File: src/source/core_pkg.sv
package core_pkg;

    // word and register index widths
    localparam int data_width     = 32;
    localparam int reg_addr_width = 5;

    // major opcodes, instr[30:25]
    typedef enum logic [5:0] {
        op_lwi     = 6'h02,
        op_swi     = 6'h0a,
        op_ty_ls   = 6'h1c,
        op_ty_base = 6'h20,
        op_movi    = 6'h22,
        op_addi    = 6'h28,
        op_xori    = 6'h2b,
        op_ori     = 6'h2c
    } opcode_e;

    // sub-opcodes under op_ty_base, instr[4:0]
    typedef enum logic [4:0] {
        sub_add   = 5'd0,
        sub_sub   = 5'd1,
        sub_and   = 5'd2,
        sub_xor   = 5'd3,
        sub_or    = 5'd4,
        sub_slli  = 5'd8,
        sub_srli  = 5'd9,
        sub_rotri = 5'd11
    } base_sub_e;

    // sub-opcodes under op_ty_ls, instr[7:0]
    typedef enum logic [7:0] {
        ls_lw = 8'h02,
        ls_sw = 8'h0a
    } ls_sub_e;

endpackage
File: src/source/data_mem.sv
`timescale 1ns/1ps

module data_mem #(
    parameter int dmem_addr_width = 6
) (
    input  logic                            clk,
    input  logic                            reset,
    input  logic [core_pkg::data_width-1:0] addr,
    input  logic                            write_en,
    input  logic [core_pkg::data_width-1:0] write_data,
    output logic [core_pkg::data_width-1:0] read_data
);
    import core_pkg::*;

    localparam int depth = 1 << dmem_addr_width;

    logic [data_width-1:0]      mem [depth];
    logic [dmem_addr_width-1:0] word_addr;

    // byte address to word index
    assign word_addr = addr[dmem_addr_width+1:2];
    assign read_data = mem[word_addr];

    always_ff @(posedge clk)
    begin
        if (reset)
        begin
            for (int i = 0; i < depth; i++)
            begin
                mem[i] <= '0;
            end
        end
        else if (write_en)
        begin
            mem[word_addr] <= write_data;
        end
    end

endmodule

File: config.mk
export PLATFORM = sky130hd
export DESIGN_NAME = data_mem
export DESIGN_NICKNAME = d
export VERILOG_FILES = /design/src/source/core_pkg.sv /design/src/source/data_mem.sv
export SDC_FILE = /design/constraint.sdc
export NUM_CORES = 2
export LEC_CHECK = 0
export BUFFER_PORTS_ARGS = -buffer_cell sky130_fd_sc_hd__buf_2
export CELL_PAD_IN_SITES_DETAIL_PLACEMENT = 1
export CELL_PAD_IN_SITES_GLOBAL_PLACEMENT = 1
export CORE_MARGIN = 5
export CORE_UTILIZATION = 50
export CTS_CLUSTER_DIAMETER = 100
export CTS_CLUSTER_SIZE = 24
export DETAILED_ROUTE_END_ITERATION = 10
export HOLD_SLACK_MARGIN = 0.15
export PLACE_DENSITY_LB_ADDON = 0.1
export SKIP_CTS_REPAIR_TIMING = 1
export SLEW_MARGIN = 20
export SYNTH_ARGS = -nofsm -noshare
export SYNTH_HDL_FRONTEND = slang
export SYNTH_SLANG_ARGS = --single-unit
File: constraint.sdc
create_clock -name clk -period 5.8 [get_ports clk]
set_input_delay 1.16 -clock clk [delete_from_list [all_inputs] [get_ports clk]]
set_output_delay 1.16 -clock clk [all_outputs]
set_load 0.01 [all_outputs]
==> key figures <==
Run status
  – Status: completed

Worst setup path
  – Crit end category: output pin
  – Crit Path Class: in2out
  – Crit path launch type: input pin
  – Crit path from: addr[3]
  – CP Data Arrival Time: 4.58 ns
  – Critical Path RT: 4.64 ns
  – Max FO, Critical Path: 38

Final layout
  – Synthesis-to-layout area growth: 7.83%
  – Post-layout util: 54.1%
  – Biggest regs: mem: 2048 flops
  – Most frequent cells in the layout: and2_1 (2,049), edfxtp_1 (2,048), a22oi_1 (374)
  – Share of cells above drive strength 1: 13.3%
  – Max FFs per register: 2,048
  – Nets: 6,868
  – Most flops, register: mem
  – Most common cell after layout, fill and taps aside: and2_1

Detailed routing
  – WL/cell: 34.2 um
  – Residual DRC: 0
  – DR vias: 60,600
  – Final wirelength: 319,000 um
  – DRT iter0 DRCs: 7,682
  – Antenna-violating nets left: 0
  – Via/cell ratio: 6.50
  – Initial DRT Pass Iterations: 5

Synth
  – Main combinational cell family by area after synthesis: simple AND/OR/NAND/NOR gates
  – Synth Flop Type: edfxtp_1
  – Asr flop ratio synth: 0%
  – Post-synthesis instance area: 92,800 um2
  – Syn_area_per_cell: 13.3 um2
  – Sequential area share after synthesis: 66.3%
  – #FFs+latches synth: 2,048
  – Multiplexer area fraction after synthesis: 3.69%
  – Simple-gate portion of the synthesized area: 16.4%
  – Distinct cells, synth: 57
  – Post-synthesis xor/xnor area fraction: 0%
  – Syn Inst Count: 6,970
  – Yosys warning count: 0
  – Post-synth EDFFs: 2,048
  – Compound-gate portion of the synthesized area: 10.3%
  – Post-Synth Adder-Cell Area: 0%
  – Synth Net Count: 7,037

Timing
  – Final setup viols: 0
  – Tcrit/Tclk final: 99.0%
  – Relative slew slack: 24.1%
  – Worst Tran Pin Value: 1.14 ns
  – Setup TNS: 0 ns
  – Period minus WS final: 5.74 ns
  – Maximum clock rate: 174 MHz
  – Final Hold Violating Endpoints: 0
  – RSZ-0062 raised after global routing: false
  – Fin. max-slew vios: 0

Global route
  – Antenna violations before repair: 42
  – Largest net degree at the start of global routing: 70
  – Vias in the first global route: 61,000
  – Gr usage total: 32.3%
  – Gr ovfl total: 0
  – Global-route wire length before repair: 450,000 um

Clock tree
  – Cts bufs inserted: 95
  – Clock Root Buffer: clkbuf_16
  – TritonCTS clock tree: built
  – Maximum clock insertion buffer count: 3
  – Clock sinks: 2,048
  – CTS HTree Levels: 3
  – Clock-pin slew on the worst setup and hold paths: 0.10 ns

Power
  – Max rail drop VDD: 0.220 mV
  – Switch share: 24.8%
  – Pint: 20.8 mW
  – Pwr dens: 277 nW/um2
  – Leak: 34.3 nW
  – Comb power frac: 10.2%
  – Post-route total power: 27.7 mW
  – Clk network pwr share: 27.7%
  – Seq pwr share: 62.1%
  – Switching power: 6.86 mW

Hold path
  – Hold path depth: 2
  – Startpoint of the worst hold path: write_data[18]
  – Hold WC Path Type: in2reg

Floorplan
  – Die width: 441 um
  – Core ar.: 185,000 um2
  – Die height: 441 um
  – Row cnt: 158
  – Io pins: 99
  – Die area: 194,000 um2
  – Initial Util: 50.2%

Place
  – I/O Buffers: 72
  – Detailed placement HPWL: 198,000 um
  – GP Congestion: 0.898

Run
  – Max-cap check violation count: 0
[power groups by stage]
stage	clock [mW]	sequential, mW	combinational, mW
5_1_grt	8.24	17.3	2.92
4_1_cts	7.74	17.2	2.80
6_report	7.67	17.2	2.83
3_3_place_gp	0	17.5	2.76
3_5_place_dp	0	17.6	2.79
2_1_floorplan	0	17.5	1.37
[layout make-up]
cell class / instances / area (um2)
clock buffer: 97 / 2430
fill: 18000 / 85000
inverter: 3 / 18.8
tap: 2480 / 3100
multi-input combinational: 4149 / 28300
clock inverter: 4 / 48.8
timing repair buffer: 504 / 4510
sequential: 2048 / 61500
antenna: 48 / 120
[cells in the mapped netlist (40+ instances only)]
cell type,n,share of area (%)
o22ai_1,162,1.1
nor3_1,43,0.23
a221o_1,41,0.44
mux2i_1,152,1.6
and2_1,2051,14
o21ai_0,170,0.92
buf_1,85,0.34
edfxtp_1,2048,66
mux2_2,101,1.2
or2_2,83,0.56
a21oi_1,136,0.73
clkbuf_1,566,2.3
o211ai_1,40,0.32
buf_2,90,0.49
nor2_1,180,0.73
a22oi_1,374,3.0
nand2_1,80,0.32
a221oi_1,291,2.7
[stage by stage]
stage / hold slack, ns / instances / cell area [um2] / worst slack (ns)
after global placement: 1.54 / 9184 / 97500 / 0.196
after CTS: 0.727 / 9285 / 99900 / 0.184
after global routing: 0.760 / 9321 / 100000 / 0.106
final: 0.772 / 9333 / 100000 / 0.0591
after detailed placement: 1.55 / 9184 / 97500 / 0.182
after floorplan: 1.62 / 6970 / 92800 / 1.61
[logic make-up (layout without fill, tap and decap cells)]
kind of cell,count (synthesis),in the layout
and+or+nand+nor,2536,2536
muxes,287,287
AOI/OAI and AO/OA,1326,1326
buffers and inverters,773,608
DFF,2048,2048
other,0,48
[path summary, 6_finish.rpt]
| path | slack [ns] | to |
|---|---|---|
| worst max-delay path | 0.06 | read_data[25] |
| worst min-delay path | 0.77 | mem[58][18] |
[per-layer routing]
layer,share of wire [%],global-route usage (%),up-vias,wire length [um]
met4,5.3,14.5,22,16800
li1,-,-,25200,-
met1,40,44.1,32100,127000
met2,47,51.7,2744,150000
met5,0.041,0,-,130
met3,8.2,4.93,535,26200
[worst max-delay path: stages]
cell and delay, ns:
buf_8 0.42, nor2_4 0.10, buf_12 0.20, buf_12 0.19
a221oi_1 0.41, nor3_1 0.13, nor4_1 0.77, o211ai_1 0.33
buf_4 0.27, or3_1 0.35, buf_2 0.15
Note: power is estimated with default switching activity, not from simulation.
