<file path="config.mk">
export PLATFORM = sky130hd
export DESIGN_NAME = writeback
export DESIGN_NICKNAME = d
export VERILOG_FILES = /design/src/source/core_pkg.sv /design/src/source/writeback.sv
export SDC_FILE = /design/constraint.sdc
export NUM_CORES = 1
export LEC_CHECK = 0
export BUFFER_PORTS_ARGS = -buffer_cell sky130_fd_sc_hd__buf_2
export CAP_MARGIN = 20
export CELL_PAD_IN_SITES_DETAIL_PLACEMENT = 1
export CELL_PAD_IN_SITES_GLOBAL_PLACEMENT = 1
export CORE_MARGIN = 1
export CORE_UTILIZATION = 27
export CTS_CLUSTER_SIZE = 10
export DETAILED_ROUTE_END_ITERATION = 16
export PLACE_DENSITY = 0.78
export SYNTH_ARGS = -nofsm -noshare
export SYNTH_HDL_FRONTEND = slang
export SYNTH_SLANG_ARGS = --single-unit
</file>
<file path="constraint.sdc">
create_clock -name clk -period 1.3 [get_ports clk]
set_clock_uncertainty 0.15 [all_clocks]
set_input_delay 0.26 -clock clk [delete_from_list [all_inputs] [get_ports clk]]
set_output_delay 0.26 -clock clk [all_outputs]
set_load 0.02 [all_outputs]
</file>
<file path="src/source/core_pkg.sv">
package core_pkg;

    // word and register index widths
    localparam int data_width     = 32;
    localparam int reg_addr_width = 5;

    // major opcodes, instr[30:25]
    typedef enum logic [5:0] {
        op_lwi     = 6'h02,
        op_swi     = 6'h0a,
        op_ty_ls   = 6'h1c,
        op_ty_base = 6'h20,
        op_movi    = 6'h22,
        op_addi    = 6'h28,
        op_xori    = 6'h2b,
        op_ori     = 6'h2c
    } opcode_e;

    // sub-opcodes under op_ty_base, instr[4:0]
    typedef enum logic [4:0] {
        sub_add   = 5'd0,
        sub_sub   = 5'd1,
        sub_and   = 5'd2,
        sub_xor   = 5'd3,
        sub_or    = 5'd4,
        sub_slli  = 5'd8,
        sub_srli  = 5'd9,
        sub_rotri = 5'd11
    } base_sub_e;

    // sub-opcodes under op_ty_ls, instr[7:0]
    typedef enum logic [7:0] {
        ls_lw = 8'h02,
        ls_sw = 8'h0a
    } ls_sub_e;

endpackage
</file>
<file path="src/source/writeback.sv">
`timescale 1ns/1ps

module writeback (
    input  logic                                clk,
    input  logic                                reset,
    input  logic                                exec_valid,
    input  logic                                reg_write,
    input  logic                                mem_read,
    input  logic [core_pkg::reg_addr_width-1:0] rd_addr,
    input  logic [core_pkg::data_width-1:0]     alu_result,
    input  logic                                alu_overflow,
    input  logic [core_pkg::data_width-1:0]     load_data,
    output logic                                rf_write_en,
    output logic [core_pkg::reg_addr_width-1:0] rf_write_addr,
    output logic [core_pkg::data_width-1:0]     rf_write_data,
    output logic                                result_valid,
    output logic [core_pkg::data_width-1:0]     result,
    output logic                                overflow
);

    // loads take memory data, everything else the alu
    assign rf_write_data = mem_read ? load_data : alu_result;
    assign rf_write_addr = rd_addr;
    assign rf_write_en   = exec_valid && reg_write;

    always_ff @(posedge clk)
    begin
        if (reset)
        begin
            result_valid <= 1'b0;
        end
        else
        begin
            result_valid <= exec_valid;
        end
    end

    // stores report the address here
    always_ff @(posedge clk)
    begin
        if (exec_valid)
        begin
            result   <= rf_write_data;
            overflow <= alu_overflow;
        end
    end

endmodule

</file>
==> results of run 1 <==
-- layout make-up --
| type | instances | area share, % |
|---|---|---|
| repair buffers | 160 | 41.5 |
| flip-flops and latches | 34 | 35.5 |
| multi-input cells | 34 | 17.0 |
| well taps | 72 | 3.16 |
| clock buffers | 6 | 2.55 |
| clock inverters | 2 | 0.307 |
-- layout by cell type, fill, tap and decap left out, drive strengths merged --
cell	Yosys	final
and2	1	1
buf	9	159
clkbuf	0	6
clkinv	0	2
dfxtp	1	1
dlygate4sd3	0	1
edfxtp	33	33
mux2	32	32
nor2b	1	1
-- layer usage --
metal | wire (um) | vias to the layer above | track usage, %
met5 | 0 | - | 0
met4 | 52 | 0 | 4.18
met3 | 451 | 6 | 5.52
met2 | 2660 | 94 | 28.4
met1 | 1860 | 622 | 16.0
li1 | - | 609 | -
-- what timing repair did --
item / CTS / global route
cloned: 4 / 0
hold buffers: 1 / 0
endpoints found under the hold margin: 1 / 0
gates resized for setup: 73 / 0
setup buffers: 5 / 3
endpoints found under the setup margin: 32 / 32
-- how the worst max path moves through the flow --
stage | from | to | slack (ns) | depth (start not counted)
floorplan | mem_read | result[0] | 0.02 | 3
global placement | mem_read | rf_write_data[25] | -0.23 | 4
detailed placement | mem_read | rf_write_data[25] | -0.23 | 4
CTS | mem_read | rf_write_data[25] | -0.13 | 4
global route | mem_read | rf_write_data[25] | -0.13 | 4
finish | mem_read | rf_write_data[6] | -0.11 | 4
-- flip-flops by register name, indices dropped and copies added (netlist names) --
register	cells
result_valid	1
result	32
overflow	1
-- metrics by stage --
stage	cells	power [uW]
5_1_grt	308	3150
6_report	308	3020
3_3_place_gp	287	2110
3_5_place_dp	287	2130
4_1_cts	305	3050
2_1_floorplan	77	1820
-- power by group --
group          total (uW)  leakage (uW)  switching (uW)  internal (uW)
Clock                 729     0.0000426             361            368
Combinational         952       0.00102             462            490
Sequential           1340      0.000331            23.6           1320
-- kinds of logic (layout without fill, tap and decap cells) --
logic type             Yosys count  after routing  synth area share (%)
and+or+nand+nor                  2              2                 0.780
DFF                             34             34                  63.0
buffers and inverters            9            168                  6.78
muxes                           32             32                  29.5
==> impl_metrics.toml, run 1 <==
[run_status]
run_status = "finished, violations left"
violations = "negative setup slack"

[critical_path]
worstPathMaxFanout = 8
worstPathCellList = "buf_16 -> buf_12 -> mux2_4 -> buf_6"
endpoint_kind = "output port"
startpoint_type = "primary input"
crit_type = "in2out"
worstPathRequired_ns = 0.89
critPathBufInv = 3
crit_slowest_cell = "mux2_4"
crit_family = "buffers and inverters"
slowest_delay_ns = 0.31
arrival_ns = 1.00

[die]
start_util_pct = 28.6
core_area_um2 = 5610
die_h_um = 79.1
dieArea_um2 = 6260
die_w_um = 79.1
io_pins = 147
rows = 27

[synthesis]
syn_nets = 152
synth_edf_count = 33
ys_ff_latch = 34
ys_seq_area_share_pct = 63.0
synthTopCellsByCount = "33 x edfxtp_1, 30 x mux2_4, 5 x buf_4"
yosysTopAreaCell = "edfxtp_1"
synth_most_common_cell = "edfxtp_1"
synth_flop_cell = "edfxtp_1"
syn-cell-area_um2 = 1610
ys_types = 9
yosys_warnings = 0
synth_area_per_cell_um2 = 20.8
ys_async_sr_fraction_pct = 0
synth_top_area_share_pct = 61.7
syn_inst = 77
synth.area.top_cells = "edfxtp_1 62%, mux2_4 28%, buf_12 3.7%"

[global_routing]
grt_pass1_vias = 1336
grt_usage_pct = 15.2
grt_max_degree = 19
antenna_found_initial = 0
grt_pass1_wl_um = 6900
gr-total-overflow = 0

[place]
placed_cell_area_um2 = 2360
pre_cts_ws_ns = -0.233
hpwl_um = 3560
gp_congestion = 0.705
port_buffers = 136

[layout]
n_antenna_cell = 0
nFillCells = 602
fin_nets = 310
final_core_util_pct = 50.8
drive_gt1_share_pct = 83.5
final_cell_area_um2 = 2850
seqCellArea_um2 = 1010
syn_to_final_growth_pct = 77.5
multi_input_area_um2 = 485

[sta]
max_clock_freq_mhz = 709
fin_ws_ns = -0.111
hold_ws_ns = 0.0209
hold_violations = 0
min_period_ns = 1.41
finalSetupViolations = 32
maxSlewViolCount = 0
setup_tns_ns = -3.05
fin_crit_sh_pct = 109
max_slew_margin_pct = 84.5
worstMarginPinSlew_ns = 0.233
grt_setup_unrepaired = "yes"

[clock_tree]
cts_tree = "yes"
cts-buffers-inserted = 5
cts.clk_slew.worst_paths_ns = 0.07
htree_num_levels = 2
clockBufferDepth = 2
clock_sinks = 34
root_buffer = "clkbuf_8"

[worst_hold_path]
holdPathStages = 1
worstHoldStart = "alu_overflow"
hold_end = "overflow"
holdCritPathClass = "in2reg"

[power_and_ir_drop]
power.density_nw_per_um2 = 1060
ir_drop_v = 0.000368
leakage_uw = 0.00140

[route]
drt.antenna.violating_nets = 0
drt_pass1_iterations = 4
finalWirelength_um = 5020
num_vias = 1331
detail_route.wl_per_cell_um = 16.3
viasPerCell = 4.32
drc = 0
drtIter0Drc = 20

[job]
cap_viol_max_count = 0
Note: power is estimated with default switching activity, not from simulation.
==> run 2: changes to the inputs <==
--- a/config.mk
+++ b/config.mk
@@ -14,6 +14,7 @@
 export CTS_CLUSTER_SIZE = 10
 export DETAILED_ROUTE_END_ITERATION = 16
 export PLACE_DENSITY = 0.78
+export RECOVER_POWER = 50
 export SYNTH_ARGS = -nofsm -noshare
 export SYNTH_HDL_FRONTEND = slang
 export SYNTH_SLANG_ARGS = --single-unit
==> run 2 against run 1 <==
Net effect:
- the flow still finishes with violations (negative setup slack)
- sequential share of layout area increased by 0.078 points
- routed wire length decreased by 0.12%
- hold slack about the same
- worst setup slack about the same
- final cell count unchanged
- clock power about the same
- maximum frequency about the same
- first-iteration DRC count increased by 15%
- count of clock-buffer cells in the layout unchanged
- total power about the same
- sequential power about the same
- largest cell class unchanged
- highest routed layer unchanged
==> impl_metrics.toml, run 2 (synthesis gave the netlist of run 1 again) <==
[place]
port_buffers = 136
hpwl_um = 3560
gp_congestion = 0.705
pre_cts_ws_ns = -0.233
placed_cell_area_um2 = 2360

[global_routing]
use_met1_pct = 16.0
globalRouteMet3Util_pct = 5.52
grt_pass1_wl_um = 6900
grt_max_degree = 19
gr-total-overflow = 0
grt_use_met2_pct = 28.4
grt-busiest-layer = "met2"
grt_usage_pct = 15.2
grt_pass1_vias = 1336
antenna_found_initial = 0

[sta]
fin_crit_sh_pct = 109
worstMarginPinSlew_ns = 0.447
max_slew_margin_pct = 70.2
maxSlewViolCount = 0
hold_violations = 0
grt_setup_unrepaired = "yes"
fin_ws_ns = -0.111
finalSetupViolations = 32
setup_tns_ns = -3.05
max_clock_freq_mhz = 709
hold_ws_ns = 0.0208
min_period_ns = 1.41

[layout]
n_antenna_cell = 0
drive_gt1_share_pct = 83.1
largest_reg_flops = 32
layout_commonest_cell = "buf_2"
reg_top3 = "result (32), overflow (1), result_valid (1)"
fin_nets = 310
final_cell_mix = "103 x buf_2, 33 x edfxtp_1, 30 x mux2_4, 30 x buf_6, 16 x buf_4"
syn_to_final_growth_pct = 77.1
final_cell_area_um2 = 2840
largest_register = "result"

[route]
drt_pass1_iterations = 4
drc = 0
num_vias = 1330
viasPerCell = 4.32
drt.antenna.violating_nets = 0
finalWirelength_um = 5020
detail_route.wl_per_cell_um = 16.3
drtIter0Drc = 23

[clock_tree]
cts_tree = "yes"
cts.clk_slew.worst_paths_ns = 0.07
clock_sinks = 34
cts-buffers-inserted = 5
clockBufferDepth = 2
htree_num_levels = 2
root_buffer = "clkbuf_8"

[die]
die_w_um = 79.1
die_h_um = 79.1
rows = 27
start_util_pct = 28.6
core_area_um2 = 5610
dieArea_um2 = 6260
io_pins = 147

[job]
cap_viol_max_count = 0

[run_status]
violations = "negative setup slack"
run_status = "finished, violations left"

[worst_hold_path]
holdPathStages = 1
holdCritPathClass = "in2reg"

[power_and_ir_drop]
p_total_uw = 3020
power.density_nw_per_um2 = 1060
ir_drop_v = 0.000368
leakage_uw = 0.00139

[critical_path]
worstPathMaxFanout = 8
crit_type = "in2out"
endpoint_kind = "output port"
worstPathRequired_ns = 0.89
startpoint_type = "primary input"
arrival_ns = 1.00
## run 2: path summary, 6_finish.rpt
| check | slack, ns | to | startpoint |
|---|---|---|---|
| worst max-delay path | -0.11 | rf_write_data[6] | mem_read |
| worst min-delay path | 0.02 | overflow | alu_overflow |
## run 2: area by class of cell
cell class	instances	area (um^2)
well taps	72	90.1
flip-flops and latches	34	1010
repair buffers	160	1170
fillers	603	2770
clock inverters	2	8.76
clock buffers	6	72.6
multi-input cells	34	485
## run 2: timing repair
| action | 4_1_cts | 5_1_grt |
|---|---|---|
| gates cloned | 4 | 0 |
| setup endpoints to repair | 32 | 32 |
| resized for setup | 73 | 0 |
| setup buffers | 5 | 3 |
| hold endpoints to repair | 1 | 0 |
| hold buffers | 1 | 0 |
## run 2: per-stage QoR
stage,cells,utilization [%]
floorplan,77,-
detailed placement,287,42.1
CTS,305,50.4
global placement,287,42.1
global route,308,50.7
finish,308,50.7
## run 2: metal layers
metal  wire, um  vias to the layer above
li1           -                      609
met1       1850                      621
met2       2660                       94
met3        451                        6
met4         52                        0
met5          0                        -
## run 2: report_power, final
group,leakage [uW],internal [uW],switching [uW]
combinational,0.00102,487,462
clock,0.0000426,368,361
sequential,0.000331,1320,23.6
## run 2: worst max-delay path, cell delays in order
cell and delay [ns]:
buf_16 0.14, buf_12 0.15, mux2_4 0.31, buf_6 0.14
