===== src/source/core_pkg.sv =====
package core_pkg;

    // word and register index widths
    localparam int data_width     = 32;
    localparam int reg_addr_width = 5;

    // major opcodes, instr[30:25]
    typedef enum logic [5:0] {
        op_lwi     = 6'h02,
        op_swi     = 6'h0a,
        op_ty_ls   = 6'h1c,
        op_ty_base = 6'h20,
        op_movi    = 6'h22,
        op_addi    = 6'h28,
        op_xori    = 6'h2b,
        op_ori     = 6'h2c
    } opcode_e;

    // sub-opcodes under op_ty_base, instr[4:0]
    typedef enum logic [4:0] {
        sub_add   = 5'd0,
        sub_sub   = 5'd1,
        sub_and   = 5'd2,
        sub_xor   = 5'd3,
        sub_or    = 5'd4,
        sub_slli  = 5'd8,
        sub_srli  = 5'd9,
        sub_rotri = 5'd11
    } base_sub_e;

    // sub-opcodes under op_ty_ls, instr[7:0]
    typedef enum logic [7:0] {
        ls_lw = 8'h02,
        ls_sw = 8'h0a
    } ls_sub_e;

endpackage

===== src/source/inst_decode.sv =====
`timescale 1ns/1ps

module inst_decode (
    input  logic                                clk,
    input  logic                                reset,
    input  logic                                instr_valid,
    input  logic [31:0]                         instr,
    output logic [core_pkg::reg_addr_width-1:0] read_a_addr,
    output logic [core_pkg::reg_addr_width-1:0] read_b_addr,
    output core_pkg::opcode_e                   opcode,
    output core_pkg::base_sub_e                 sub_op_base,
    output core_pkg::ls_sub_e                   sub_op_ls,
    output logic [core_pkg::data_width-1:0]     imm,
    output logic                                src1_imm,
    output logic                                src2_imm,
    output logic [core_pkg::reg_addr_width-1:0] rd_addr,
    output logic                                reg_write,
    output logic                                mem_read,
    output logic                                mem_write,
    output logic                                exec_valid
);
    import core_pkg::*;

    opcode_e               dec_opcode;
    base_sub_e             dec_sub_base;
    ls_sub_e               dec_sub_ls;
    logic [data_width-1:0] dec_imm;
    logic                  dec_shift;
    logic                  dec_load;
    logic                  dec_store;
    logic                  dec_src2_imm;

    assign dec_opcode   = opcode_e'(instr[30:25]);
    assign dec_sub_base = base_sub_e'(instr[4:0]);
    assign dec_sub_ls   = ls_sub_e'(instr[7:0]);

    assign dec_shift = (dec_opcode == op_ty_base) &&
                       (dec_sub_base inside {sub_slli, sub_srli, sub_rotri});
    assign dec_load  = (dec_opcode == op_lwi) ||
                       ((dec_opcode == op_ty_ls) && (dec_sub_ls == ls_lw));
    assign dec_store = (dec_opcode == op_swi) ||
                       ((dec_opcode == op_ty_ls) && (dec_sub_ls == ls_sw));

    // sw has no immediate, so its address is ra + 0
    assign dec_src2_imm = (dec_opcode inside {op_addi, op_ori, op_xori, op_lwi, op_swi}) ||
                          dec_shift || dec_store;

    // stores read rt on port b as the data to write
    assign read_a_addr = instr[19:15];
    assign read_b_addr = dec_store ? instr[24:20] : instr[14:10];

    always_comb
    begin
        case (dec_opcode)
            op_addi, op_lwi, op_swi:
                dec_imm = {{(data_width - 15){instr[14]}}, instr[14:0]};
            op_ori, op_xori:
                dec_imm = {{(data_width - 15){1'b0}}, instr[14:0]};
            op_movi:
                dec_imm = {{(data_width - 20){instr[19]}}, instr[19:0]};
            // shift amount from the rb field
            op_ty_base:
                dec_imm = {{(data_width - 5){1'b0}}, instr[14:10]};
            default:
                dec_imm = '0;
        endcase
    end

    always_ff @(posedge clk)
    begin
        if (reset)
        begin
            exec_valid <= 1'b0;
            reg_write  <= 1'b0;
            mem_read   <= 1'b0;
            mem_write  <= 1'b0;
        end
        else
        begin
            exec_valid <= instr_valid;
            reg_write  <= instr_valid && !dec_store;
            mem_read   <= instr_valid && dec_load;
            mem_write  <= instr_valid && dec_store;
        end
    end

    // stage fields
    always_ff @(posedge clk)
    begin
        if (instr_valid)
        begin
            opcode      <= dec_opcode;
            sub_op_base <= dec_sub_base;
            sub_op_ls   <= dec_sub_ls;
            imm         <= dec_imm;
            src1_imm    <= (dec_opcode == op_movi);
            src2_imm    <= dec_src2_imm;
            rd_addr     <= instr[24:20];
        end
    end

endmodule


===== config.mk =====
export PLATFORM = sky130hd
export DESIGN_NAME = inst_decode
export DESIGN_NICKNAME = d
export VERILOG_FILES = /design/src/source/core_pkg.sv /design/src/source/inst_decode.sv
export SDC_FILE = /design/constraint.sdc
export NUM_CORES = 1
export LEC_CHECK = 0
export BUFFER_PORTS_ARGS = -buffer_cell sky130_fd_sc_hd__clkbuf_2
export CORE_ASPECT_RATIO = 1.75
export CORE_MARGIN = 10
export CORE_UTILIZATION = 35
export CTS_BUF_LIST = sky130_fd_sc_hd__clkbuf_16
export DETAILED_ROUTE_END_ITERATION = 6
export PLACE_DENSITY_LB_ADDON = 0.1
export SETUP_SLACK_MARGIN = 0.02
export SYNTH_ARGS = -nofsm -noshare
export SYNTH_HDL_FRONTEND = slang
export SYNTH_SLANG_ARGS = --single-unit

===== constraint.sdc =====
create_clock -name clk -period 3.7 [get_ports clk]
set_clock_uncertainty 0.2 [all_clocks]
set_input_delay 1.11 -clock clk [delete_from_list [all_inputs] [get_ports clk]]
set_output_delay 1.11 -clock clk [all_outputs]
set_load 0.1 [all_outputs]

==> results.ini, run 1 <==
[layout]
finalNetCount=281
diodes=0
fillers=533
final_cells=323
layout-area-overhead-vs-synth_pct=41.2
drive_gt1_share_pct=57.5

[detailed_routing]
routed_via_density=4.40
wl_per_cell_um=15.9
drc=0
num_vias=1422
drt_iter0_markers=49
totalWireLength_um=5140
drtPass1Iterations=3
ant_nets=0

[pwr]
totalPowerFinal_mw=1.62
pwr-share-clk_pct=30.3
p_comb_share_pct=32.5
ir_drop_v=0.000298
switching_power_mw=0.633
powerDensity_nw_per_um2=572
seqPwrFrac_pct=37.2
p_leak_nw=1.27
p_int_mw=0.988
switching_share_pct=39.1

[status]
status=complete, but fails checks
failed_checks=setup timing

[grt]
grt-ovfl-total=0
grt_max_degree=43
antenna_found_initial=0
grt_pass1_wl_um=8040
track_usage_pct=10.8
grt_pass1_vias=1533

[logic_synthesis]
postSynthAreaPerCell_um2=14.2
synth_top_area_share_pct=61.3
syn_nets=176
synth_edf_count=41
synth_area_um2=2010
synth_warnings=0
yosysTopAreaCell=edfxtp_1
synth_cell_type_count=37
synthFlopType=edfxtp_1
synth_common_cells=edfxtp_1 (41), buf_4 (22), and2_1 (10)
yosysSeqAreaShare_pct=65.3
netlist_instances=141
async_reset_ff_share_pct=0
synth_area_leaders=edfxtp_1 (61%), buf_4 (8.2%), dfxtp_1 (4.0%)
ys_ff_latch=45
yosysMostFrequentCell=edfxtp_1

[timing]
rsz0062_at_grt=yes
fin_ws_ns=-0.451
setup_viol=5
timing.final.crit_share_pct=112
hold_viol=0
slew_violations=0
slew_headroom_pct=29.8
worst_slew_pin_slew_ns=1.05
final.min_clock_period_ns=4.15
fin_setup_tns_ns=-2.23
clock.fmax_mhz=241

[worst_setup_path]
cpMaxStageDelayCell=or4_4
max_stage_delay_ns=0.55
criticalPathCategory=input pin to primary output
start_kind=input pin
cp-end-kind=primary output
path_cells=buf_6 > or4_4 > nor4_4 > a31oi_4 > mux2_4 > buf_12
cp.arrival_ns=2.84
cp_num_buf_inv=2
critPathMaxFanout=6
crit_required_ns=2.39
path_delay_family=simple AND/OR/NAND/NOR gates

[floorplan]
num_rows=36
die_x_um=77.3
io_pins=107
dieArea_um2=9290
core_um2=5590
start_util_pct=36.0
fp.dieH_um=120

[clock_network]
clockRootBuffer=clkbuf_16
clockBufferDepth=2
h-tree-depth=2
cts_tree=done
clk_pin_slew_worst_paths_ns=0.06
cts.sinks=45
numCtsBuffers=5
hold_buffers=0

[placed_design]
dp_hpwl_um=4210
dp_cells=313
port_buffers=105
place_congestion=0.781

[worst_hold_path]
hold_path.class=input pin to flop

[flow_run]
max_cap_violations=0

[power groups by stage]
| stage | clock network, mW | logic [mW] | registers [mW] |
|---|---|---|---|
| after detailed placement | 0 | 0.531 | 0.614 |
| final | 0.491 | 0.528 | 0.603 |
| after floorplan | 0 | 0.186 | 0.864 |
| after CTS | 0.503 | 0.532 | 0.603 |
| after global routing | 0.522 | 0.543 | 0.607 |
| after global placement | 0 | 0.530 | 0.614 |
[state kept, by name (all words and copies together), names as in the netlist]
register	cells
exec_valid	1
imm	20
mem_read	1
mem_write	1
opcode	6
rd_addr	5
reg_write	1
src1_imm	1
src2_imm	1
sub_op_base	4
sub_op_ls	4
[metrics by stage]
step	utilization [%]	instance area, um2	setup slack (ns)	hold WS (ns)
4_1_cts	50.6	2830	-0.467	0.818
5_1_grt	50.8	2840	-0.500	0.814
2_1_floorplan	-	2010	-0.226	1.01
3_5_place_dp	47.4	2650	-0.472	1.11
6_report	50.8	2840	-0.451	0.823
3_3_place_gp	47.4	2650	-0.456	1.11
[cells by family after synthesis]
group | synth area share (%)
buffers and inverters | 9.16
DFF | 65.3
muxes | 3.74
and+or+nand+nor | 15.1
AOI/OAI and AO/OA | 6.73
[placed cells by master, fill, tap and decap left out, drive strengths merged, types with 2 or more instances in the layout]
cell    netlist  routed
nand2         2       2
clkbuf        2     104
o21ai         5       5
nor4          2       2
nor2          5       5
dfxtp         4       4
a22o          5       5
and3          2       2
edfxtp       41      41
nor3b         2       2
mux2          5       5
and2         17      17
buf          23      24
nand2b        2       2
a21oi         6       6
inv           2       2
[routing by layer]
layer / global-route usage (%) / share of wire (%) / up-vias / wire (um)
met5: 0 / 0 / - / 0
met1: 10.5 / 35 / 655 / 1810
met4: 4.01 / 0.68 / 0 / 35
met2: 19.8 / 55 / 61 / 2830
li1: - / - / 704 / -
met3: 4.67 / 8.9 / 2 / 456
[worst paths after layout]
| kind | to | depth (start not counted) | slack [ns] | start |
|---|---|---|---|---|
| setup / recovery | read_b_addr[3] | 6 | -0.45 | instr[6] |
| hold / removal | rd_addr[2] | 1 | 0.82 | instr[22] |
[final cells by class]
cell class                 count  area, um2  share of cell area, %
timing repair buffer         123        742                   26.2
multi-input combinational     69        513                   18.1
inverter                       2       7.51                  0.265
clock inverter                 3       41.3                   1.46
tap                           76       95.1                   3.35
sequential                    45       1310                   46.2
clock buffer                   5        125                   4.41
[what timing repair did]
item,in CTS,in global routing
pin swaps,0,0
setup endpoints to repair,5,5
setup buffers,2,0
resized for setup,0,1
(Power assumes the default switching activity.)
==> run 2, diff against run 1 <==
- CORE_ASPECT_RATIO: 1.75 -> 0.75
==> run 2 against run 1 <==
Effect of this change: the run still ends with setup timing left; worst setup slack got worse by 0.032 ns; clock power increased by 13%; cell count increased by 1.5%; critical path depth unchanged; sequential share of layout area decreased by 1.1 points; via count increased by 0.21%; global-route usage decreased by 0.24 points; routed wire length decreased by 0.35%; sequential cell count unchanged; first-iteration DRC count decreased by 29%; non-clock buffer count increased by 6; hold slack got worse by 0.00051 ns; critical path type unchanged; critical endpoint is now read_b_addr[0].
==> results.ini, run 2 (synthesis gave the netlist of run 1 again) <==
[status]
status=complete, but fails checks  ; unchanged
failed_checks=setup timing  ; unchanged

[grt]
grt_pass1_vias=1539  ; was 1533
grt_max_degree=34  ; was 43
track_usage_pct=10.6  ; was 10.8%
grt_pass1_wl_um=7800  ; was 8040 um
grt-ovfl-total=0  ; unchanged
antenna_found_initial=0  ; unchanged

[detailed_routing]
drt-met1-wl_um=2170  ; was 1810 um
wl_met2_um=2200  ; was 2830 um
num_vias=1425  ; was 1422
routed_via_density=4.34  ; was 4.40
drtPass1Iterations=4  ; was 3
totalWireLength_um=5120  ; was 5140 um
wl_met3_um=751  ; was 456 um
drc=0  ; unchanged
ant_nets=0  ; unchanged
drt_iter0_markers=35  ; was 49
topRoutingLayerUsed=met3  ; was met4
wl_per_cell_um=15.6  ; was 15.9 um

[layout]
seqCellArea_um2=1310  ; unchanged
largest-register=imm  ; unchanged
largestRegisters=imm x20, opcode x6, rd_addr x5  ; unchanged
largest_register_ffs=20  ; unchanged
fillers=489  ; was 533
finalNetCount=287  ; was 281
drive_gt1_share_pct=58.9  ; was 57.5%
diodes=0  ; unchanged
layout-area-overhead-vs-synth_pct=44.5  ; was 41.2%
final_cells=328  ; was 323
final_common_cell=clkbuf_2  ; unchanged
layout_common_cells=clkbuf_2 (99), edfxtp_1 (41), buf_4 (24), and2_1 (10), a21oi_1 (6)  ; was clkbuf_2 (99), edfxtp_1 (41), buf_4 (18), and2_1 (10), a21oi_1 (6)
final_util_pct=53.4  ; was 50.8%
multi_input_area_um2=513  ; unchanged

[timing]
final.min_clock_period_ns=4.18  ; was 4.15 ns
slew_headroom_pct=35.3  ; was 29.8%
slew_violations=0  ; unchanged
timing.final.crit_share_pct=113  ; was 112%
setup_viol=5  ; unchanged
clock.fmax_mhz=239  ; was 241 MHz
fin_ws_ns=-0.483  ; was -0.451 ns
rsz0062_at_grt=yes  ; unchanged
hold_viol=0  ; unchanged
worst_slew_pin_slew_ns=0.968  ; was 1.05 ns
fin_setup_tns_ns=-2.41  ; was -2.23 ns

[pwr]
pwr-share-clk_pct=32.8  ; was 30.3%
p_leak_nw=1.32  ; was 1.27 nW
ir_drop_v=0.000293  ; was 0.000298 V
p_int_mw=1.06  ; was 0.988 mW
switching_power_mw=0.628  ; was 0.633 mW
p_comb_share_pct=31.5  ; was 32.5%
totalPowerFinal_mw=1.69  ; was 1.62 mW
powerDensity_nw_per_um2=582  ; was 572 nW/um2
seqPwrFrac_pct=35.7  ; was 37.2%
switching_share_pct=37.2  ; was 39.1%

[worst_setup_path]
criticalPathCategory=input pin to primary output  ; unchanged
crit_required_ns=2.39  ; about the same
cp-end-kind=primary output  ; unchanged
cp.arrival_ns=2.87  ; was 2.84 ns
critPathMaxFanout=8  ; was 6
start_kind=input pin  ; unchanged

[flow_run]
max_cap_violations=0  ; unchanged

[clock_network]
clockRootBuffer=clkbuf_16  ; unchanged
clockBufferDepth=2  ; unchanged
hold_buffers=0  ; unchanged
numCtsBuffers=5  ; unchanged
cts.sinks=45  ; unchanged
clk_pin_slew_worst_paths_ns=0.06  ; about the same
h-tree-depth=2  ; unchanged
cts_tree=done  ; unchanged

[floorplan]
core_um2=5440  ; was 5590 um2
dieArea_um2=9200  ; was 9290 um2
num_rows=23  ; was 36
fp.dieH_um=85.6  ; was 120 um
die_x_um=107  ; was 77.3 um
io_pins=107  ; unchanged
start_util_pct=36.9  ; was 36.0%

[placed_design]
dp_slack_ns=-0.518  ; was -0.472 ns
dp_cells=316  ; was 313
place_congestion=0.732  ; was 0.781
dp_hpwl_um=4050  ; was 4210 um
port_buffers=105  ; unchanged

[worst_hold_path]
min_from=instr[23]  ; was instr[22]
hold_path.class=input pin to flop  ; unchanged
hold_depth=1  ; unchanged
whs_endpoint=rd_addr[3]  ; was rd_addr[2]

==> run 2: worst max path at each step <==
| stage | depth (start not counted) | from | end |
|---|---|---|---|
| finish | 6 | instr[6] | read_b_addr[0] |
| CTS | 6 | instr[6] | read_b_addr[4] |
| floorplan | 4 | instr[6] | read_b_addr[0] |
| global placement | 6 | instr[6] | read_b_addr[2] |
| detailed placement | 6 | instr[6] | read_b_addr[4] |
| global route | 6 | instr[6] | read_b_addr[0] |
==> run 2: per-stage QoR <==
step	area [um2]	hold WS [ns]
after floorplan	2010	1.01
after global placement	2680	1.10
after detailed placement	2680	1.10
after CTS	2880	0.814
after global routing	2900	0.813
final	2900	0.823
==> run 2: cell type report <==
cell class / count / area share (%)
multi-input combinational: 69 / 17.7
clock buffer: 5 / 4.31
tap: 75 / 3.23
sequential: 45 / 45.2
clock inverter: 3 / 2.24
timing repair buffer: 129 / 27.1
inverter: 2 / 0.259
==> run 2: power groups by stage <==
stage | Combinational [mW] | Sequential (mW) | Clock, mW
global placement | 0.535 | 0.613 | 0
global route | 0.550 | 0.607 | 0.587
CTS | 0.535 | 0.604 | 0.568
floorplan | 0.186 | 0.864 | 0
detailed placement | 0.534 | 0.614 | 0
finish | 0.533 | 0.603 | 0.553
==> run 2: metal layers <==
| layer | up-vias | GRT usage (%) |
|---|---|---|
| met2 | 69 | 15.6 |
| met4 | 0 | 2.18 |
| met1 | 640 | 12.2 |
| met3 | 0 | 7.77 |
| li1 | 716 | - |
| met5 | - | 0 |
==> run 2: what timing repair did <==
action                     CTS  global route
pin swaps                    0             0
setup buffers                2             2
setup endpoints to repair    5             5
resized for setup            0             1
==> run 2: worst max-delay path: stages <==
cell	delay, ns
buf_6	0.09
or4_4	0.54
nor4_4	0.35
a31oi_4	0.23
mux2_4	0.37
buf_12	0.17
==> run 3, diff against run 2 <==
- CELL_PAD_IN_SITES_DETAIL_PLACEMENT: not set -> 0
- CELL_PAD_IN_SITES_GLOBAL_PLACEMENT: not set -> 2
- CORE_UTILIZATION: 35 -> 25
==> run 3 against run 2 <==
Effect of this change: the flow still finishes with violations (setup timing); total power shrank 8.3%; global-route usage shrank 1.1 points; critical path type unchanged; combinational power about the same; largest cell class unchanged; cell count grew 8.5%; cell area decreased by 0.82%; count of clock-buffer cells in the layout stayed put; core utilization down 17 points; sequential cell count is the same; via count up 0.49%; sequential power about the same; hold slack lost 0.016 ns; highest routed layer is now met4; routed wire length increased by 15%.
==> results.ini, run 3 (synthesis gave the netlist of run 1 again) <==
[status]
status=complete, but fails checks  ; unchanged
failed_checks=setup timing  ; unchanged

[grt]
grt_pass1_wl_um=8870  ; was 7800 um
antenna_found_initial=0  ; unchanged
grt_max_degree=32  ; was 34
grt-ovfl-total=0  ; unchanged
track_usage_pct=9.55  ; was 10.6%
grt_pass1_vias=1563  ; was 1539

[worst_setup_path]
max_stage_delay_ns=0.55  ; was 0.54 ns
path_cells=buf_6 > or4_4 > nor4_4 > a31oi_4 > mux2_4 > buf_12  ; unchanged
criticalPathCategory=input pin to primary output  ; unchanged
critPathMaxFanout=8  ; unchanged
cp.arrival_ns=2.88  ; was 2.87 ns
cpMaxStageDelayCell=or4_4  ; unchanged
crit_required_ns=2.39  ; about the same
start_kind=input pin  ; unchanged
cp-end-kind=primary output  ; unchanged

[clock_network]
cts_tree=done  ; unchanged
clk_pin_slew_worst_paths_ns=0.06  ; about the same
numCtsBuffers=5  ; unchanged
clockBufferDepth=2  ; unchanged
h-tree-depth=2  ; unchanged
hold_buffers=0  ; unchanged
clockRootBuffer=clkbuf_16  ; unchanged
cts.sinks=45  ; unchanged

[layout]
largest-register=imm  ; unchanged
diodes=0  ; unchanged
drive_gt1_share_pct=57.8  ; was 58.9%
layout-area-overhead-vs-synth_pct=43.4  ; was 44.5%
finalNetCount=285  ; was 287
largestRegisters=imm x20, opcode x6, rd_addr x5  ; unchanged
largest_register_ffs=20  ; unchanged
final_common_cell=clkbuf_2  ; unchanged
layout_common_cells=clkbuf_2 (98), edfxtp_1 (41), buf_4 (22), and2_1 (10), a21oi_1 (6)  ; was clkbuf_2 (99), edfxtp_1 (41), buf_4 (24), and2_1 (10), a21oi_1 (6)

[floorplan]
die_x_um=123  ; was 107 um
start_util_pct=25.6  ; was 36.9%
fp.dieH_um=97.6  ; was 85.6 um
io_pins=107  ; unchanged
num_rows=28  ; was 23
dieArea_um2=12100  ; was 9200 um2
core_um2=7850  ; was 5440 um2

[detailed_routing]
totalWireLength_um=5880  ; was 5120 um
ant_nets=0  ; unchanged
num_vias=1432  ; was 1425
drt_iter0_markers=26  ; was 35
wl_per_cell_um=16.5  ; was 15.6 um
drc=0  ; unchanged
drtPass1Iterations=4  ; unchanged
routed_via_density=4.02  ; was 4.34

[placed_design]
place_congestion=0.732  ; about the same
port_buffers=105  ; unchanged
dp_hpwl_um=4710  ; was 4050 um

[timing]
slew_violations=0  ; unchanged
timing.hold.ws_ns=0.806  ; was 0.823 ns
fin_ws_ns=-0.485  ; was -0.483 ns
hold_viol=0  ; unchanged
setup_viol=5  ; unchanged
timing.final.crit_share_pct=113  ; about the same
final.min_clock_period_ns=4.19  ; was 4.18 ns
fin_setup_tns_ns=-2.40  ; was -2.41 ns
rsz0062_at_grt=yes  ; unchanged
worst_slew_pin_slew_ns=0.804  ; was 0.968 ns
clock.fmax_mhz=239  ; about the same
slew_headroom_pct=46.4  ; was 35.3%

[pwr]
p_leak_nw=1.29  ; was 1.32 nW
totalPowerFinal_mw=1.55  ; was 1.69 mW
ir_drop_v=0.000301  ; was 0.000293 V
powerDensity_nw_per_um2=538  ; was 582 nW/um2

[worst_hold_path]
min_from=instr[7]  ; was instr[23]
hold_depth=1  ; unchanged
whs_endpoint=sub_op_ls[7]  ; was rd_addr[3]
hold_path.class=input pin to flop  ; unchanged

[flow_run]
max_cap_violations=0  ; unchanged

==> run 3: changes by cell type in the layout (fill, tap and decap cells not counted), sizes merged <==
cell and delta:
bufinv -2, inv +2, buf -1, clkbuf -1
==> run 3: critical path, delay by kind of cell <==
kind            cells  cell delay [ns]
compound gates      1             0.23
buf+inv             2             0.26
simple gates        2             0.90
mux                 1             0.37
==> run 3: how the worst max path moves through the flow <==
stage	startpoint	to	slack (ns)	cells past startpoint
after global placement	instr[6]	read_b_addr[3]	-0.51	6
final	instr[6]	read_b_addr[2]	-0.49	6
after floorplan	instr[6]	read_b_addr[0]	-0.23	4
after global routing	instr[6]	read_b_addr[2]	-0.55	6
after detailed placement	instr[6]	read_b_addr[2]	-0.52	6
after CTS	instr[6]	read_b_addr[2]	-0.52	6
==> run 3: power breakdown <==
group          total (mW)  switching [mW]  internal (mW)
sequential          0.604          0.0117          0.592
combinational       0.535           0.451         0.0839
clock               0.409           0.166          0.244
total                1.55           0.628          0.920
==> run 3: what timing repair did <==
action,CTS,global route
resized for setup,0,3
buffers inserted,1,2
endpoints found under the setup margin,5,5
==> run 3: cell type report <==
class | instances | area (um2)
repair buffers | 127 | 778
multi-input cells | 69 | 513
fillers | 823 | 4970
well taps | 105 | 131
clock inverters | 3 | 12.5
clock buffers | 5 | 125
inverters | 2 | 7.51
flip-flops and latches | 45 | 1310
==> run 3: metal layers <==
metal,vias up,track usage [%],wire (um)
li1,714,-,-
met1,668,11.0,2480
met2,48,15.7,2840
met3,2,4.76,525
met4,0,1.61,28
met5,-,0,0
==> run 3: metrics by stage <==
step / cells / utilization [%] / setup WS (ns) / area [um2]
after detailed placement: 345 / 34.5 / -0.515 / 2710
after global placement: 345 / 34.5 / -0.512 / 2710
after floorplan: 141 / - / -0.226 / 2010
final: 356 / 36.7 / -0.485 / 2880
after global routing: 356 / 36.7 / -0.553 / 2880
after CTS: 354 / 36.3 / -0.522 / 2850
